[config.mk]
export PLATFORM = sky130hd
export DESIGN_NAME = gt_bringup_top
export DESIGN_NICKNAME = d
export VERILOG_FILES = /design/src/rtl/gt_pkg.sv /design/src/rtl/cdr_lock_filter.sv /design/src/rtl/gt_bringup_top.sv /design/src/rtl/gt_reset_fsm.sv /design/src/rtl/link_word_codec.sv /design/src/rtl/phalign_done_qual.sv
export VERILOG_INCLUDE_DIRS = /design/src /design/src/rtl
export SDC_FILE = /design/constraint.sdc
export NUM_CORES = 1
export LEC_CHECK = 0
export ABC_AREA = 1
export BUFFER_PORTS_ARGS = -buffer_cell sky130_fd_sc_hd__buf_2
export CORE_MARGIN = 10
export CORE_UTILIZATION = 45
export DETAILED_ROUTE_END_ITERATION = 6
export PLACE_DENSITY = 0.76
export SKIP_CTS_REPAIR_TIMING = 1
export SYNTH_ARGS = -nofsm -noshare
export SYNTH_HDL_FRONTEND = slang
export SYNTH_SLANG_ARGS = --single-unit
[constraint.sdc]
create_clock -name CPLLLOCKDETCLK -period 12.05 [get_ports CPLLLOCKDETCLK]
set_clock_uncertainty 0.15 [all_clocks]
set_input_delay 1.205 -clock CPLLLOCKDETCLK [delete_from_list [all_inputs] [get_ports CPLLLOCKDETCLK]]
set_output_delay 1.205 -clock CPLLLOCKDETCLK [all_outputs]
set_load 0.005 [all_outputs]
[src/rtl/gt_consts.svh]
`ifndef GT_CONSTS_SVH
`define GT_CONSTS_SVH

// link word geometry
`define GT_DWIDTH 16
`define GT_DBYTE 2

// 8b/10b marker bytes
`define GT_COMMA_K 8'hBC // K28.5
`define GT_SEQ_ALIGN1 8'h01
`define GT_SEQ_ALIGN2 8'h02
`define GT_SEQ_ALIGN3 8'h03

// step lengths in CPLLLOCKDETCLK cycles
`define GT_WAIT_500NS 200
`define GT_CPLL_PULSE 2
`define GT_PMA_PULSE 100
`define GT_DLY_PULSE 5
`define GT_ALIGN_HOLD 100 // marker hold during handshake
`define GT_LOCK_MAX 3 // tolerated cdr unlock cycles

`define GT_TMO_SHORT_DEF 32'h40000000
`define GT_TMO_LONG_DEF 32'hC0000000 // pma reset-done can be slow
`define GT_CDR_STABLE_DEF 32'h01000000

`endif

[src/rtl/gt_pkg.sv]
`default_nettype none

`include "gt_consts.svh"

package gt_pkg;

	// bring-up sequencer states
	typedef enum logic [4:0] {
		IDLE, TX_WAIT, CPLL_RESET, CPLL_WAIT, MMCM_WAIT,
		PMA_TX_RESET, PMA_TX_WAIT, PMA_RX_RESET, PMA_RX_WAIT,
		TXDLY_RESET, TXDLY_WAIT, PH_STB1, PH_STB2, PH_CHECK,
		RX_WAIT, CDR_WAIT, CDR_STABLE, RXDLY_RESET, RXDLY_WAIT,
		ALIGN1, ALIGN2, ALIGN2_CHK, ALIGN3, DATA,
		RX_ERR, TX_TMO, RX_TMO
	} fsm_state_t;

	// raw transceiver status, asynchronous to the sequencer
	typedef struct packed {
		logic cpll_lock;
		logic cpll_fbclk_lost;
		logic cpll_refclk_lost;
		logic mmcm_lock;
		logic tx_resetdone;
		logic rx_resetdone;
		logic tx_phaligndone;
		logic rx_phaligndone;
		logic rx_cdrlock;
		logic rx_byteisaligned;
	} gt_status_t;

	typedef struct packed {
		logic cpll_reset;
		logic mmcm_reset;
		logic gttx_reset;
		logic gtrx_reset;
		logic txdly_sreset;
		logic rxdly_sreset;
	} gt_ctrl_t;

	// code value doubles as the marker sequence number
	typedef enum logic [1:0] {
		REQ_COMMA, REQ_ALIGN1, REQ_ALIGN2, REQ_ALIGN3
	} req_code_t;

	typedef struct packed {
		req_code_t req;
		logic seldata; // overrides req with user data
	} link_req_t;

	typedef struct packed {
		logic [7:0] seq; // high byte carries the sequence number
		logic [7:0] k28;
		logic [`GT_DBYTE-1:0] k;
	} marker_view_t;

	typedef struct packed {
		logic [`GT_DWIDTH-1:0] data;
		logic [`GT_DBYTE-1:0] k;
	} raw_view_t;

	typedef union packed {
		marker_view_t marker;
		raw_view_t raw;
	} link_word_t;

endpackage

`default_nettype wire

[src/rtl/cdr_lock_filter.sv]
`timescale 1ns/100ps
`default_nettype none

`include "gt_consts.svh"

module cdr_lock_filter (
	input wire logic CPLLLOCKDETCLK,
	input wire logic reset,
	input wire logic cdrlock_i,
	output logic cdr_locked_o
);

	logic [$clog2(`GT_LOCK_MAX+1)-1:0] unlock_cnt;

	always_ff @(posedge CPLLLOCKDETCLK or posedge reset) begin
		if (reset) begin
			unlock_cnt <= '0;
			cdr_locked_o <= 1'b0;
		end else if (!cdrlock_i) begin
			// ride through short drops, give up once the count is full
			if (unlock_cnt != `GT_LOCK_MAX) begin
				unlock_cnt <= unlock_cnt + 1'b1;
			end else begin
				cdr_locked_o <= 1'b0;
			end
		end else begin
			unlock_cnt <= '0;
			cdr_locked_o <= 1'b1; // relock is taken at once
		end
	end

endmodule

`default_nettype wire

[src/rtl/gt_bringup_top.sv]
`timescale 1ns/100ps
`default_nettype none

`include "gt_consts.svh"

module gt_bringup_top #(
	parameter logic [31:0] tmo_short = `GT_TMO_SHORT_DEF,
	parameter logic [31:0] tmo_long = `GT_TMO_LONG_DEF,
	parameter logic [31:0] cdr_stable = `GT_CDR_STABLE_DEF
) (
	input wire logic CPLLLOCKDETCLK,
	input wire logic reset,
	input wire gt_pkg::gt_status_t status_i,
	input wire gt_pkg::link_word_t rx_word_i,
	input wire logic [`GT_DBYTE-1:0] rx_err_i,
	input wire gt_pkg::link_word_t tx_user_word_i,
	input wire logic stb_txphase_i,
	input wire logic bypass_txphcheck_i,
	input wire logic [15:0] txphase_i,
	input wire logic [4:0] txphtarget_i,
	output wire gt_pkg::gt_ctrl_t ctrl_o,
	output wire gt_pkg::link_word_t tx_word_o,
	output wire logic done_o,
	output wire logic [15:0] attempts_o
);

	wire logic cdrlock_sync;
	wire logic txph_sync;
	wire logic rxph_sync;
	wire logic cdr_locked;
	wire logic tx_phdone;
	wire logic rx_phdone;
	wire logic align1_seen;
	wire logic align2_seen;
	wire logic rx_err;
	wire gt_pkg::link_req_t req;

	gt_reset_fsm #(
		.tmo_short(tmo_short),
		.tmo_long(tmo_long),
		.cdr_stable(cdr_stable)
	) u_fsm (
		.CPLLLOCKDETCLK(CPLLLOCKDETCLK),
		.reset(reset),
		.status_i(status_i),
		.cdr_locked_i(cdr_locked),
		.tx_phdone_i(tx_phdone),
		.rx_phdone_i(rx_phdone),
		.align1_seen_i(align1_seen),
		.align2_seen_i(align2_seen),
		.rx_err_i(rx_err),
		.stb_txphase_i(stb_txphase_i),
		.txphase_i(txphase_i),
		.txphtarget_i(txphtarget_i),
		.bypass_txphcheck_i(bypass_txphcheck_i),
		.cdrlock_sync_o(cdrlock_sync),
		.txph_sync_o(txph_sync),
		.rxph_sync_o(rxph_sync),
		.ctrl_o(ctrl_o),
		.req_o(req),
		.done_o(done_o),
		.attempts_o(attempts_o)
	);

	cdr_lock_filter u_cdr_filter (
		.CPLLLOCKDETCLK(CPLLLOCKDETCLK),
		.reset(reset),
		.cdrlock_i(cdrlock_sync),
		.cdr_locked_o(cdr_locked)
	);

	// each aligner is qualified against its own delay reset
	phalign_done_qual u_tx_qual (
		.CPLLLOCKDETCLK(CPLLLOCKDETCLK),
		.reset(reset),
		.dly_sreset_i(ctrl_o.txdly_sreset),
		.phaligndone_i(txph_sync),
		.qualified_o(tx_phdone)
	);

	phalign_done_qual u_rx_qual (
		.CPLLLOCKDETCLK(CPLLLOCKDETCLK),
		.reset(reset),
		.dly_sreset_i(ctrl_o.rxdly_sreset),
		.phaligndone_i(rxph_sync),
		.qualified_o(rx_phdone)
	);

	link_word_codec u_codec (
		.CPLLLOCKDETCLK(CPLLLOCKDETCLK),
		.reset(reset),
		.req_i(req),
		.tx_user_word_i(tx_user_word_i),
		.rx_word_i(rx_word_i),
		.rx_err_i(rx_err_i),
		.tx_word_o(tx_word_o),
		.align1_seen_o(align1_seen),
		.align2_seen_o(align2_seen),
		.rx_err_o(rx_err)
	);

endmodule

`default_nettype wire

[src/rtl/gt_reset_fsm.sv]
`timescale 1ns/100ps
`default_nettype none

`include "gt_consts.svh"

module gt_reset_fsm #(
	parameter logic [31:0] tmo_short = `GT_TMO_SHORT_DEF,
	parameter logic [31:0] tmo_long = `GT_TMO_LONG_DEF,
	parameter logic [31:0] cdr_stable = `GT_CDR_STABLE_DEF
) (
	input wire logic CPLLLOCKDETCLK,
	input wire logic reset,
	input wire gt_pkg::gt_status_t status_i,
	input wire logic cdr_locked_i,
	input wire logic tx_phdone_i,
	input wire logic rx_phdone_i,
	input wire logic align1_seen_i,
	input wire logic align2_seen_i,
	input wire logic rx_err_i,
	input wire logic stb_txphase_i,
	input wire logic [15:0] txphase_i,
	input wire logic [4:0] txphtarget_i,
	input wire logic bypass_txphcheck_i,
	output logic cdrlock_sync_o,
	output logic txph_sync_o,
	output logic rxph_sync_o,
	output gt_pkg::gt_ctrl_t ctrl_o,
	output gt_pkg::link_req_t req_o,
	output logic done_o,
	output logic [15:0] attempts_o
);

	gt_pkg::gt_status_t status_m;
	gt_pkg::gt_status_t status_s;
	gt_pkg::fsm_state_t state_q;
	gt_pkg::fsm_state_t state_d;
	logic [31:0] cnt;
	logic tmo;
	logic tmo_l;
	logic pll_ok;
	logic phase_ok;
	logic far_aligned;
	logic [15:0] attempt_cnt;
	logic [16:0] phase_x5;

	// two-flop synchronizer for the whole status word
	always_ff @(posedge CPLLLOCKDETCLK or posedge reset) begin
		if (reset) begin
			status_m <= '0;
			status_s <= '0;
		end else begin
			status_m <= status_i;
			status_s <= status_m;
		end
	end

	assign cdrlock_sync_o = status_s.rx_cdrlock;
	assign txph_sync_o = status_s.tx_phaligndone;
	assign rxph_sync_o = status_s.rx_phaligndone;

	assign tmo = cnt == tmo_short;
	assign tmo_l = cnt == tmo_long;
	assign pll_ok = status_s.cpll_lock & ~status_s.cpll_fbclk_lost & ~status_s.cpll_refclk_lost;

	// 14-bit phase times five, top five bits
	assign phase_x5 = {3'b000, txphase_i[13:0]} + {1'b0, txphase_i[13:0], 2'b00};
	assign phase_ok = bypass_txphcheck_i | (phase_x5[16:12] == txphtarget_i);

	always_ff @(posedge CPLLLOCKDETCLK or posedge reset) begin
		if (reset) begin
			state_q <= gt_pkg::IDLE;
			cnt <= '0;
		end else begin
			state_q <= state_d;
			cnt <= (state_d == state_q && state_q != gt_pkg::IDLE) ? cnt + 1'b1 : '0;
		end
	end

	always_comb begin
		case (state_q)
			gt_pkg::IDLE: state_d = gt_pkg::TX_WAIT;
			gt_pkg::TX_WAIT: state_d = tmo ? gt_pkg::TX_TMO :
				(cnt == `GT_WAIT_500NS) ? gt_pkg::CPLL_RESET : gt_pkg::TX_WAIT;
			gt_pkg::CPLL_RESET: state_d = tmo ? gt_pkg::TX_TMO :
				(cnt == `GT_CPLL_PULSE) ? gt_pkg::CPLL_WAIT : gt_pkg::CPLL_RESET;
			gt_pkg::CPLL_WAIT: state_d = tmo ? gt_pkg::TX_TMO :
				status_s.cpll_lock ? gt_pkg::MMCM_WAIT : gt_pkg::CPLL_WAIT;
			gt_pkg::MMCM_WAIT: state_d = tmo ? gt_pkg::TX_TMO :
				status_s.mmcm_lock ? gt_pkg::PMA_TX_RESET : gt_pkg::MMCM_WAIT;
			gt_pkg::PMA_TX_RESET: state_d = tmo ? gt_pkg::TX_TMO :
				(cnt == `GT_PMA_PULSE) ? gt_pkg::PMA_TX_WAIT : gt_pkg::PMA_TX_RESET;
			gt_pkg::PMA_TX_WAIT: state_d = tmo_l ? gt_pkg::TX_TMO :
				(status_s.tx_resetdone & pll_ok) ? gt_pkg::PMA_RX_RESET : gt_pkg::PMA_TX_WAIT;
			gt_pkg::PMA_RX_RESET: state_d = tmo ? gt_pkg::RX_TMO :
				(cnt == `GT_PMA_PULSE) ? gt_pkg::PMA_RX_WAIT : gt_pkg::PMA_RX_RESET;
			gt_pkg::PMA_RX_WAIT: state_d = tmo_l ? gt_pkg::RX_TMO :
				(status_s.tx_resetdone & status_s.rx_resetdone & pll_ok) ?
				gt_pkg::TXDLY_RESET : gt_pkg::PMA_RX_WAIT;
			gt_pkg::TXDLY_RESET: state_d = tmo ? gt_pkg::TX_TMO :
				(cnt == `GT_DLY_PULSE) ? gt_pkg::TXDLY_WAIT : gt_pkg::TXDLY_RESET;
			gt_pkg::TXDLY_WAIT: state_d = tmo ? gt_pkg::TX_TMO :
				tx_phdone_i ? gt_pkg::PH_STB1 : gt_pkg::TXDLY_WAIT;
			gt_pkg::PH_STB1: state_d = tmo ? gt_pkg::TX_TMO :
				stb_txphase_i ? gt_pkg::PH_STB2 : gt_pkg::PH_STB1;
			gt_pkg::PH_STB2: state_d = tmo ? gt_pkg::TX_TMO :
				stb_txphase_i ? gt_pkg::PH_CHECK : gt_pkg::PH_STB2;
			gt_pkg::PH_CHECK: state_d = phase_ok ? gt_pkg::RX_WAIT : gt_pkg::TX_WAIT; // retry
			gt_pkg::RX_WAIT: state_d = tmo ? gt_pkg::RX_TMO :
				(cnt == `GT_WAIT_500NS) ? gt_pkg::CDR_WAIT : gt_pkg::RX_WAIT;
			gt_pkg::CDR_WAIT: state_d = cdr_locked_i ? gt_pkg::CDR_STABLE : gt_pkg::CDR_WAIT;
			gt_pkg::CDR_STABLE: state_d = (cnt == cdr_stable) ? gt_pkg::RXDLY_RESET :
				cdr_locked_i ? gt_pkg::CDR_STABLE : gt_pkg::CDR_WAIT;
			gt_pkg::RXDLY_RESET: state_d = tmo ? gt_pkg::RX_TMO :
				(cnt == `GT_DLY_PULSE) ? gt_pkg::RXDLY_WAIT : gt_pkg::RXDLY_RESET;
			gt_pkg::RXDLY_WAIT: state_d = tmo ? gt_pkg::RX_TMO :
				rx_phdone_i ? gt_pkg::ALIGN1 : gt_pkg::RXDLY_WAIT;
			gt_pkg::ALIGN1: state_d = tmo ? gt_pkg::RX_TMO :
				!cdr_locked_i ? gt_pkg::RX_WAIT :
				status_s.rx_byteisaligned ? gt_pkg::ALIGN2 : gt_pkg::ALIGN1;
			gt_pkg::ALIGN2: state_d = tmo ? gt_pkg::RX_TMO :
				!cdr_locked_i ? gt_pkg::RX_WAIT :
				!status_s.rx_byteisaligned ? gt_pkg::ALIGN1 :
				(cnt == `GT_ALIGN_HOLD) ? gt_pkg::ALIGN2_CHK : gt_pkg::ALIGN2;
			gt_pkg::ALIGN2_CHK: state_d = tmo ? gt_pkg::RX_TMO :
				!cdr_locked_i ? gt_pkg::RX_WAIT :
				!status_s.rx_byteisaligned ? gt_pkg::ALIGN1 :
				far_aligned ? gt_pkg::ALIGN3 : gt_pkg::ALIGN2;
			gt_pkg::ALIGN3: state_d = tmo ? gt_pkg::RX_TMO :
				!cdr_locked_i ? gt_pkg::RX_WAIT :
				!status_s.rx_byteisaligned ? gt_pkg::ALIGN1 :
				(cnt == `GT_ALIGN_HOLD) ? gt_pkg::DATA : gt_pkg::ALIGN3;
			// far end restarting its handshake pulls us back in step
			gt_pkg::DATA: state_d = !(pll_ok & status_s.mmcm_lock) ? gt_pkg::TX_WAIT :
				!cdr_locked_i ? gt_pkg::RX_WAIT :
				rx_err_i ? gt_pkg::RX_ERR :
				!status_s.rx_byteisaligned ? gt_pkg::ALIGN1 :
				align1_seen_i ? gt_pkg::ALIGN2 :
				align2_seen_i ? gt_pkg::ALIGN3 : gt_pkg::DATA;
			gt_pkg::RX_ERR: state_d = gt_pkg::ALIGN1;
			gt_pkg::TX_TMO: state_d = gt_pkg::TX_WAIT;
			gt_pkg::RX_TMO: state_d = gt_pkg::TX_WAIT;
			default: state_d = gt_pkg::IDLE;
		endcase
	end

	// outputs follow the state being entered
	always_ff @(posedge CPLLLOCKDETCLK or posedge reset) begin
		if (reset) begin
			ctrl_o <= '0;
			req_o <= '{req: gt_pkg::REQ_COMMA, seldata: 1'b0};
			done_o <= 1'b0;
			far_aligned <= 1'b0;
			attempt_cnt <= '0;
			attempts_o <= '0;
		end else begin
			case (state_d)
				gt_pkg::TX_WAIT: begin
					ctrl_o <= '{cpll_reset: 1'b1, mmcm_reset: 1'b1, gttx_reset: 1'b1,
						gtrx_reset: 1'b1, default: 1'b0};
					req_o <= '{req: gt_pkg::REQ_COMMA, seldata: 1'b0};
					done_o <= 1'b0;
				end
				gt_pkg::CPLL_RESET: begin
					ctrl_o.cpll_reset <= 1'b1;
					done_o <= 1'b0;
					if (state_q != gt_pkg::CPLL_RESET) begin
						attempt_cnt <= attempt_cnt + 1'b1;
					end
				end
				gt_pkg::CPLL_WAIT: ctrl_o.cpll_reset <= 1'b0;
				gt_pkg::MMCM_WAIT: begin
					ctrl_o.mmcm_reset <= 1'b0;
					ctrl_o.gttx_reset <= 1'b0;
					ctrl_o.gtrx_reset <= 1'b0;
				end
				gt_pkg::PMA_TX_RESET: begin
					ctrl_o.gttx_reset <= 1'b1;
					ctrl_o.gtrx_reset <= 1'b1;
				end
				gt_pkg::PMA_TX_WAIT: begin
					ctrl_o.gttx_reset <= 1'b0;
					ctrl_o.gtrx_reset <= 1'b0;
				end
				gt_pkg::PMA_RX_RESET: ctrl_o.gtrx_reset <= 1'b1;
				gt_pkg::PMA_RX_WAIT: ctrl_o.gtrx_reset <= 1'b0;
				gt_pkg::TXDLY_RESET: begin
					ctrl_o.txdly_sreset <= 1'b1;
					far_aligned <= 1'b0;
				end
				gt_pkg::TXDLY_WAIT: ctrl_o.txdly_sreset <= 1'b0;
				gt_pkg::PH_STB1: done_o <= 1'b1; // tx side is up
				gt_pkg::RX_WAIT: req_o <= '{req: gt_pkg::REQ_ALIGN1, seldata: 1'b0};
				gt_pkg::RXDLY_RESET: ctrl_o.rxdly_sreset <= 1'b1;
				gt_pkg::RXDLY_WAIT: ctrl_o.rxdly_sreset <= 1'b0;
				gt_pkg::ALIGN1: begin
					req_o <= '{req: gt_pkg::REQ_ALIGN1, seldata: 1'b0};
					if (align2_seen_i) far_aligned <= 1'b1;
				end
				gt_pkg::ALIGN2, gt_pkg::ALIGN2_CHK: begin
					req_o <= '{req: gt_pkg::REQ_ALIGN2, seldata: 1'b0};
					if (align2_seen_i) far_aligned <= 1'b1;
				end
				gt_pkg::ALIGN3: req_o <= '{req: gt_pkg::REQ_ALIGN3, seldata: 1'b0};
				gt_pkg::DATA: begin
					req_o <= '{req: gt_pkg::REQ_COMMA, seldata: 1'b1};
					done_o <= 1'b1;
					far_aligned <= 1'b0;
					// a realign without a new pll reset keeps the last count
					if (state_q != gt_pkg::DATA && attempt_cnt != '0) begin
						attempts_o <= attempt_cnt;
						attempt_cnt <= '0;
					end
				end
				gt_pkg::RX_ERR: done_o <= 1'b0;
				default: ;
			endcase
		end
	end

endmodule

`default_nettype wire

[src/rtl/link_word_codec.sv]
`timescale 1ns/100ps
`default_nettype none

`include "gt_consts.svh"

module link_word_codec (
	input wire logic CPLLLOCKDETCLK,
	input wire logic reset,
	input wire gt_pkg::link_req_t req_i,
	input wire gt_pkg::link_word_t tx_user_word_i,
	input wire gt_pkg::link_word_t rx_word_i,
	input wire logic [`GT_DBYTE-1:0] rx_err_i,
	output gt_pkg::link_word_t tx_word_o,
	output logic align1_seen_o,
	output logic align2_seen_o,
	output logic rx_err_o
);

	// K28.5 in the low byte, sequence number above it
	function automatic gt_pkg::link_word_t make_marker(input logic [7:0] seq);
		gt_pkg::link_word_t w;
		w.marker.seq = seq;
		w.marker.k28 = `GT_COMMA_K;
		w.marker.k = 2'b01;
		return w;
	endfunction

	logic rx_is_marker;

	// only the low byte may be a control character
	assign rx_is_marker = (rx_word_i.raw.k == 2'b01) && (rx_word_i.marker.k28 == `GT_COMMA_K);

	always_ff @(posedge CPLLLOCKDETCLK or posedge reset) begin
		if (reset) begin
			tx_word_o <= make_marker(8'h00);
		end else if (req_i.seldata) begin
			tx_word_o.raw <= tx_user_word_i.raw;
		end else begin
			case (req_i.req)
				gt_pkg::REQ_ALIGN1: tx_word_o <= make_marker(`GT_SEQ_ALIGN1);
				gt_pkg::REQ_ALIGN2: tx_word_o <= make_marker(`GT_SEQ_ALIGN2);
				gt_pkg::REQ_ALIGN3: tx_word_o <= make_marker(`GT_SEQ_ALIGN3);
				default: tx_word_o <= make_marker(8'h00); // idle comma
			endcase
		end
	end

	always_ff @(posedge CPLLLOCKDETCLK or posedge reset) begin
		if (reset) begin
			align1_seen_o <= 1'b0;
			align2_seen_o <= 1'b0;
			rx_err_o <= 1'b0;
		end else begin
			align1_seen_o <= rx_is_marker && rx_word_i.marker.seq == `GT_SEQ_ALIGN1;
			align2_seen_o <= rx_is_marker && rx_word_i.marker.seq == `GT_SEQ_ALIGN2;
			rx_err_o <= |rx_err_i; // disparity or not-in-table on any byte
		end
	end

endmodule

`default_nettype wire

[src/rtl/phalign_done_qual.sv]
`timescale 1ns/100ps
`default_nettype none

module phalign_done_qual (
	input wire logic CPLLLOCKDETCLK,
	input wire logic reset,
	input wire logic dly_sreset_i,
	input wire logic phaligndone_i,
	output logic qualified_o
);

	logic done_d;
	logic first_edge; // armed by the aligner reset
	logic done_rise;

	assign done_rise = phaligndone_i & ~done_d;

	always_ff @(posedge CPLLLOCKDETCLK or posedge reset) begin
		if (reset) begin
			done_d <= 1'b0;
			first_edge <= 1'b0;
			qualified_o <= 1'b0;
		end else begin
			done_d <= phaligndone_i;
			if (dly_sreset_i) begin
				first_edge <= 1'b1;
				qualified_o <= 1'b0;
			end else if (done_rise) begin
				// first edge is the aligner's initial pass, not the real lock
				first_edge <= 1'b0;
				if (!first_edge) begin
					qualified_o <= 1'b1;
				end
			end
		end
	end

endmodule

`default_nettype wire

==> out/results.txt <==
Leakage = 4.82 nW
post-synthesis compound-gate area fraction = 7.95%
Routed wire per std cell = 14.1 um
WHS = 0.193 ns
area of the mapped netlist = 7790 um^2
vias per inst = 5.00
TritonCTS clock tree = built
first-pass GRT wire length = 31800 um
htree depth = 4
IO buf count = 111
FP Rows = 48
Horiz. Die Dim = 152 um
minimum clock period = 4.11 ns
Starting DRT DRC Count = 473
max-cap check violation count = 0
placed instance count = 1343
fin cells = 1375
worst slew pin tran = 0.892 ns
share of the synthesized area in the top cell type = 39.8%
Multi-input gate area = 3840 um^2
Final #Nets = 1228
Die H = 152 um
DP Area = 8500 um^2
Crit Path Category = in -> reg
multiplexer share of the synthesized area = 0.289%
post-synthesis adder-cell area fraction = 2.89%
RSZ-0062 raised after global routing = false
top-count cell post-synth = nand2_1
Power Dens Cells = 164 nW/um^2
Buf+Inv Stages, Crit Path = 2
total CTS buffers = 17
vias in the first global route = 6578
total negative slack = 0 ns
final wirelength = 19400 um
Die ar. = 23000 um^2
most used cell, CP = nand2_1
I/O Pins = 114
Worst R2R Setup Slack = 8.41 ns
Syn. warnings = 0
antenna cells = 0
ys flop type = dfrtp_1
Mean Syn Cell Area = 7.62 um^2
largest family of logic cells by synthesized area = simple AND/OR/NAND/NOR gates
critical path required time = 12.23 ns
largest net degree at the start of global routing = 74
via count = 6879
share of cells above drive strength 1 = 19.2%
drt pass-1 iters = 5
min-delay src = u_fsm.status_m[1]
CP max stage cell = nand3_2
hold endpoint = u_fsm.cdrlock_sync_o
CTS sink count = 130
clock slew at reported path FFs = 0.06 ns
r2r worst-path depth = 17
GRT Overall Usage = 17.3%
final setup vio count = 0
relative slew slack = 40.6%
flip-flop and latch area = 3260 um^2
dominant cells by area after synthesis = dfrtp_1 (40%), nand2_1 (12%), inv_1 (6.8%)
EDFF count, synth = 0
drt drc = 0
# fillers = 1618
CP cell instances = buf_2 -> ha_1 -> nand2_1 -> inv_1 -> a21oi_1 -> nand3_1 -> nand2_1 -> nand2_1 -> nor2_1 -> nand4_1 -> nand2_1 -> nand2_2 -> nand2_1 -> nor2_1 -> nor3_2 -> nand3_2 -> nor2_1
Max VDD drop = 0.122 mV
Slew Limit Fails = 0
clk root buf = clkbuf_16
clk_lat worst skew = 0.43 ns
dpl hpwl = 14800 um
kind of cell adding the most delay to the critical path = simple AND/OR/NAND/NOR gates
Final Power = 1.49 mW
Post-DRT Antenna Nets = 0
syn nets = 1113
starting density of the core = 45.5%
Hold Fails Final Rpt = 0
synthesis-stage register bit count = 130
simple-gate share of the synthesized area = 33.2%
post-route design area = 9100 um^2
initial antenna violation count = 0
status = completed
Layout area overhead = 16.9%
CP startpoint kind = primary input
Max Fclk = 243 MHz
reg2reg end = u_fsm.cnt[15]
Synth area leader = dfrtp_1
CTS max path bufs = 2
CP arrival = 4.29 ns
XOR/XNOR Fraction of Synth Area = 5.06%
Core Box Area = 17100 um^2
commonest cells in the netlist = nand2_1 (251), inv_1 (142), nor2_1 (131)
sequential share of the synthesized area = 41.9%
Synth async-reset ratio = 100%
crit path max fanout = 32
worst hold stages = 0
reg-to-reg startpoint = u_fsm.state_q[4]
Mapped Cells = 1022
GPL Wtd Cong = 0.944
Distinct cells, synth = 51
GR Overflow Total = 0
Setup crit end kind = flop
Hold WC Path Type = reg -> reg
CP peak stage delay = 0.65 ns
Final Cycle Share = 34.1%
## metrics by stage
stage                     util, %  worst slack, ns
after floorplan                 -             7.24
after global placement       49.7             7.54
after detailed placement     49.7             7.44
after CTS                    53.2             7.89
after global routing         53.2             7.56
final                        53.2             7.94
## cell type report
| cell class | instances | area share (%) |
|---|---|---|
| well taps | 225 | 3.09 |
| clock buffers | 21 | 5.17 |
| flip-flops and latches | 130 | 35.8 |
| repair buffers | 112 | 6.19 |
| multi-input cells | 729 | 42.2 |
| inverters | 147 | 6.09 |
| clock inverters | 11 | 1.40 |
## worst max-delay path by stage
stage	startpoint	end	slack, ns	cells after the start
final	txphase_i[12]	u_fsm.cnt[15]	7.94	17
after global routing	txphase_i[12]	u_fsm.cnt[28]	7.56	17
after CTS	txphase_i[12]	u_fsm.cnt[28]	7.89	17
after detailed placement	txphase_i[12]	u_fsm.cnt[28]	7.44	17
after global placement	txphase_i[12]	u_fsm.cnt[28]	7.54	17
after floorplan	reset	u_cdr_filter.cdr_locked_o	7.24	1
## cell families after synthesis
group,Yosys count
AOI/OAI and AO/OA,96
xor gates and xnor gates,45
adders and majority gates,18
buffers and inverters,163
DFF,130
muxes,2
and+or+nand+nor,568
## registers in the layout, summed over array words and instances, names as in the netlist, 5 cells and up
signal,cells
u_fsm.attempt_cnt,16
u_fsm.ctrl_o,6
u_codec.tx_word_o,18
u_fsm.state_q,5
u_fsm.attempts_o,16
u_fsm.cnt,32
u_fsm.status_m,10
u_fsm.status_s,7
## placed cells by master, fill, tap and decap left out, types with 2 or more instances in the layout
cell type	count
ha_1	18
dfstp_2	6
nand2_2	6
clkbuf_8	3
o22ai_1	4
o21ai_1	18
clkinvlp_4	3
nor4_1	7
nand2_1	251
o21ai_0	19
or2_2	3
nand3_1	70
nand3b_1	8
nor2_1	131
o22ai_2	10
inv_6	2
inv_1	141
nand2_4	4
o211ai_1	2
xnor2_1	6
nor3_2	3
buf_2	111
o21a_1	2
inv_2	5
nor3_1	26
clkinv_4	2
a21oi_1	28
bufinv_16	2
clkbuf_16	17
nand4_1	23
mux2_2	2
o31ai_1	2
nand3_2	2
dfrtp_1	124
o21ai_2	2
nor2_4	4
xor2_1	39
clkinv_2	2
nor2_2	24
## per-layer routing
| layer | vias up | global-route usage [%] | routed length, um |
|---|---|---|---|
| met5 | - | 0 | 0 |
| met4 | 0 | 5.62 | 295 |
| met2 | 206 | 27.0 | 8880 |
| met3 | 22 | 4.31 | 1310 |
| li1 | 3484 | - | - |
| met1 | 3167 | 23.1 | 8940 |
## report_power, final
part           switching, mW  leakage [nW]  internal [mW]  total (mW)
clock network          0.200         0.286          0.322       0.522
registers             0.0303          1.63          0.473       0.503
logic                  0.331          2.90          0.136       0.467
No activity file was read; power rests on OpenSTA's default activity.
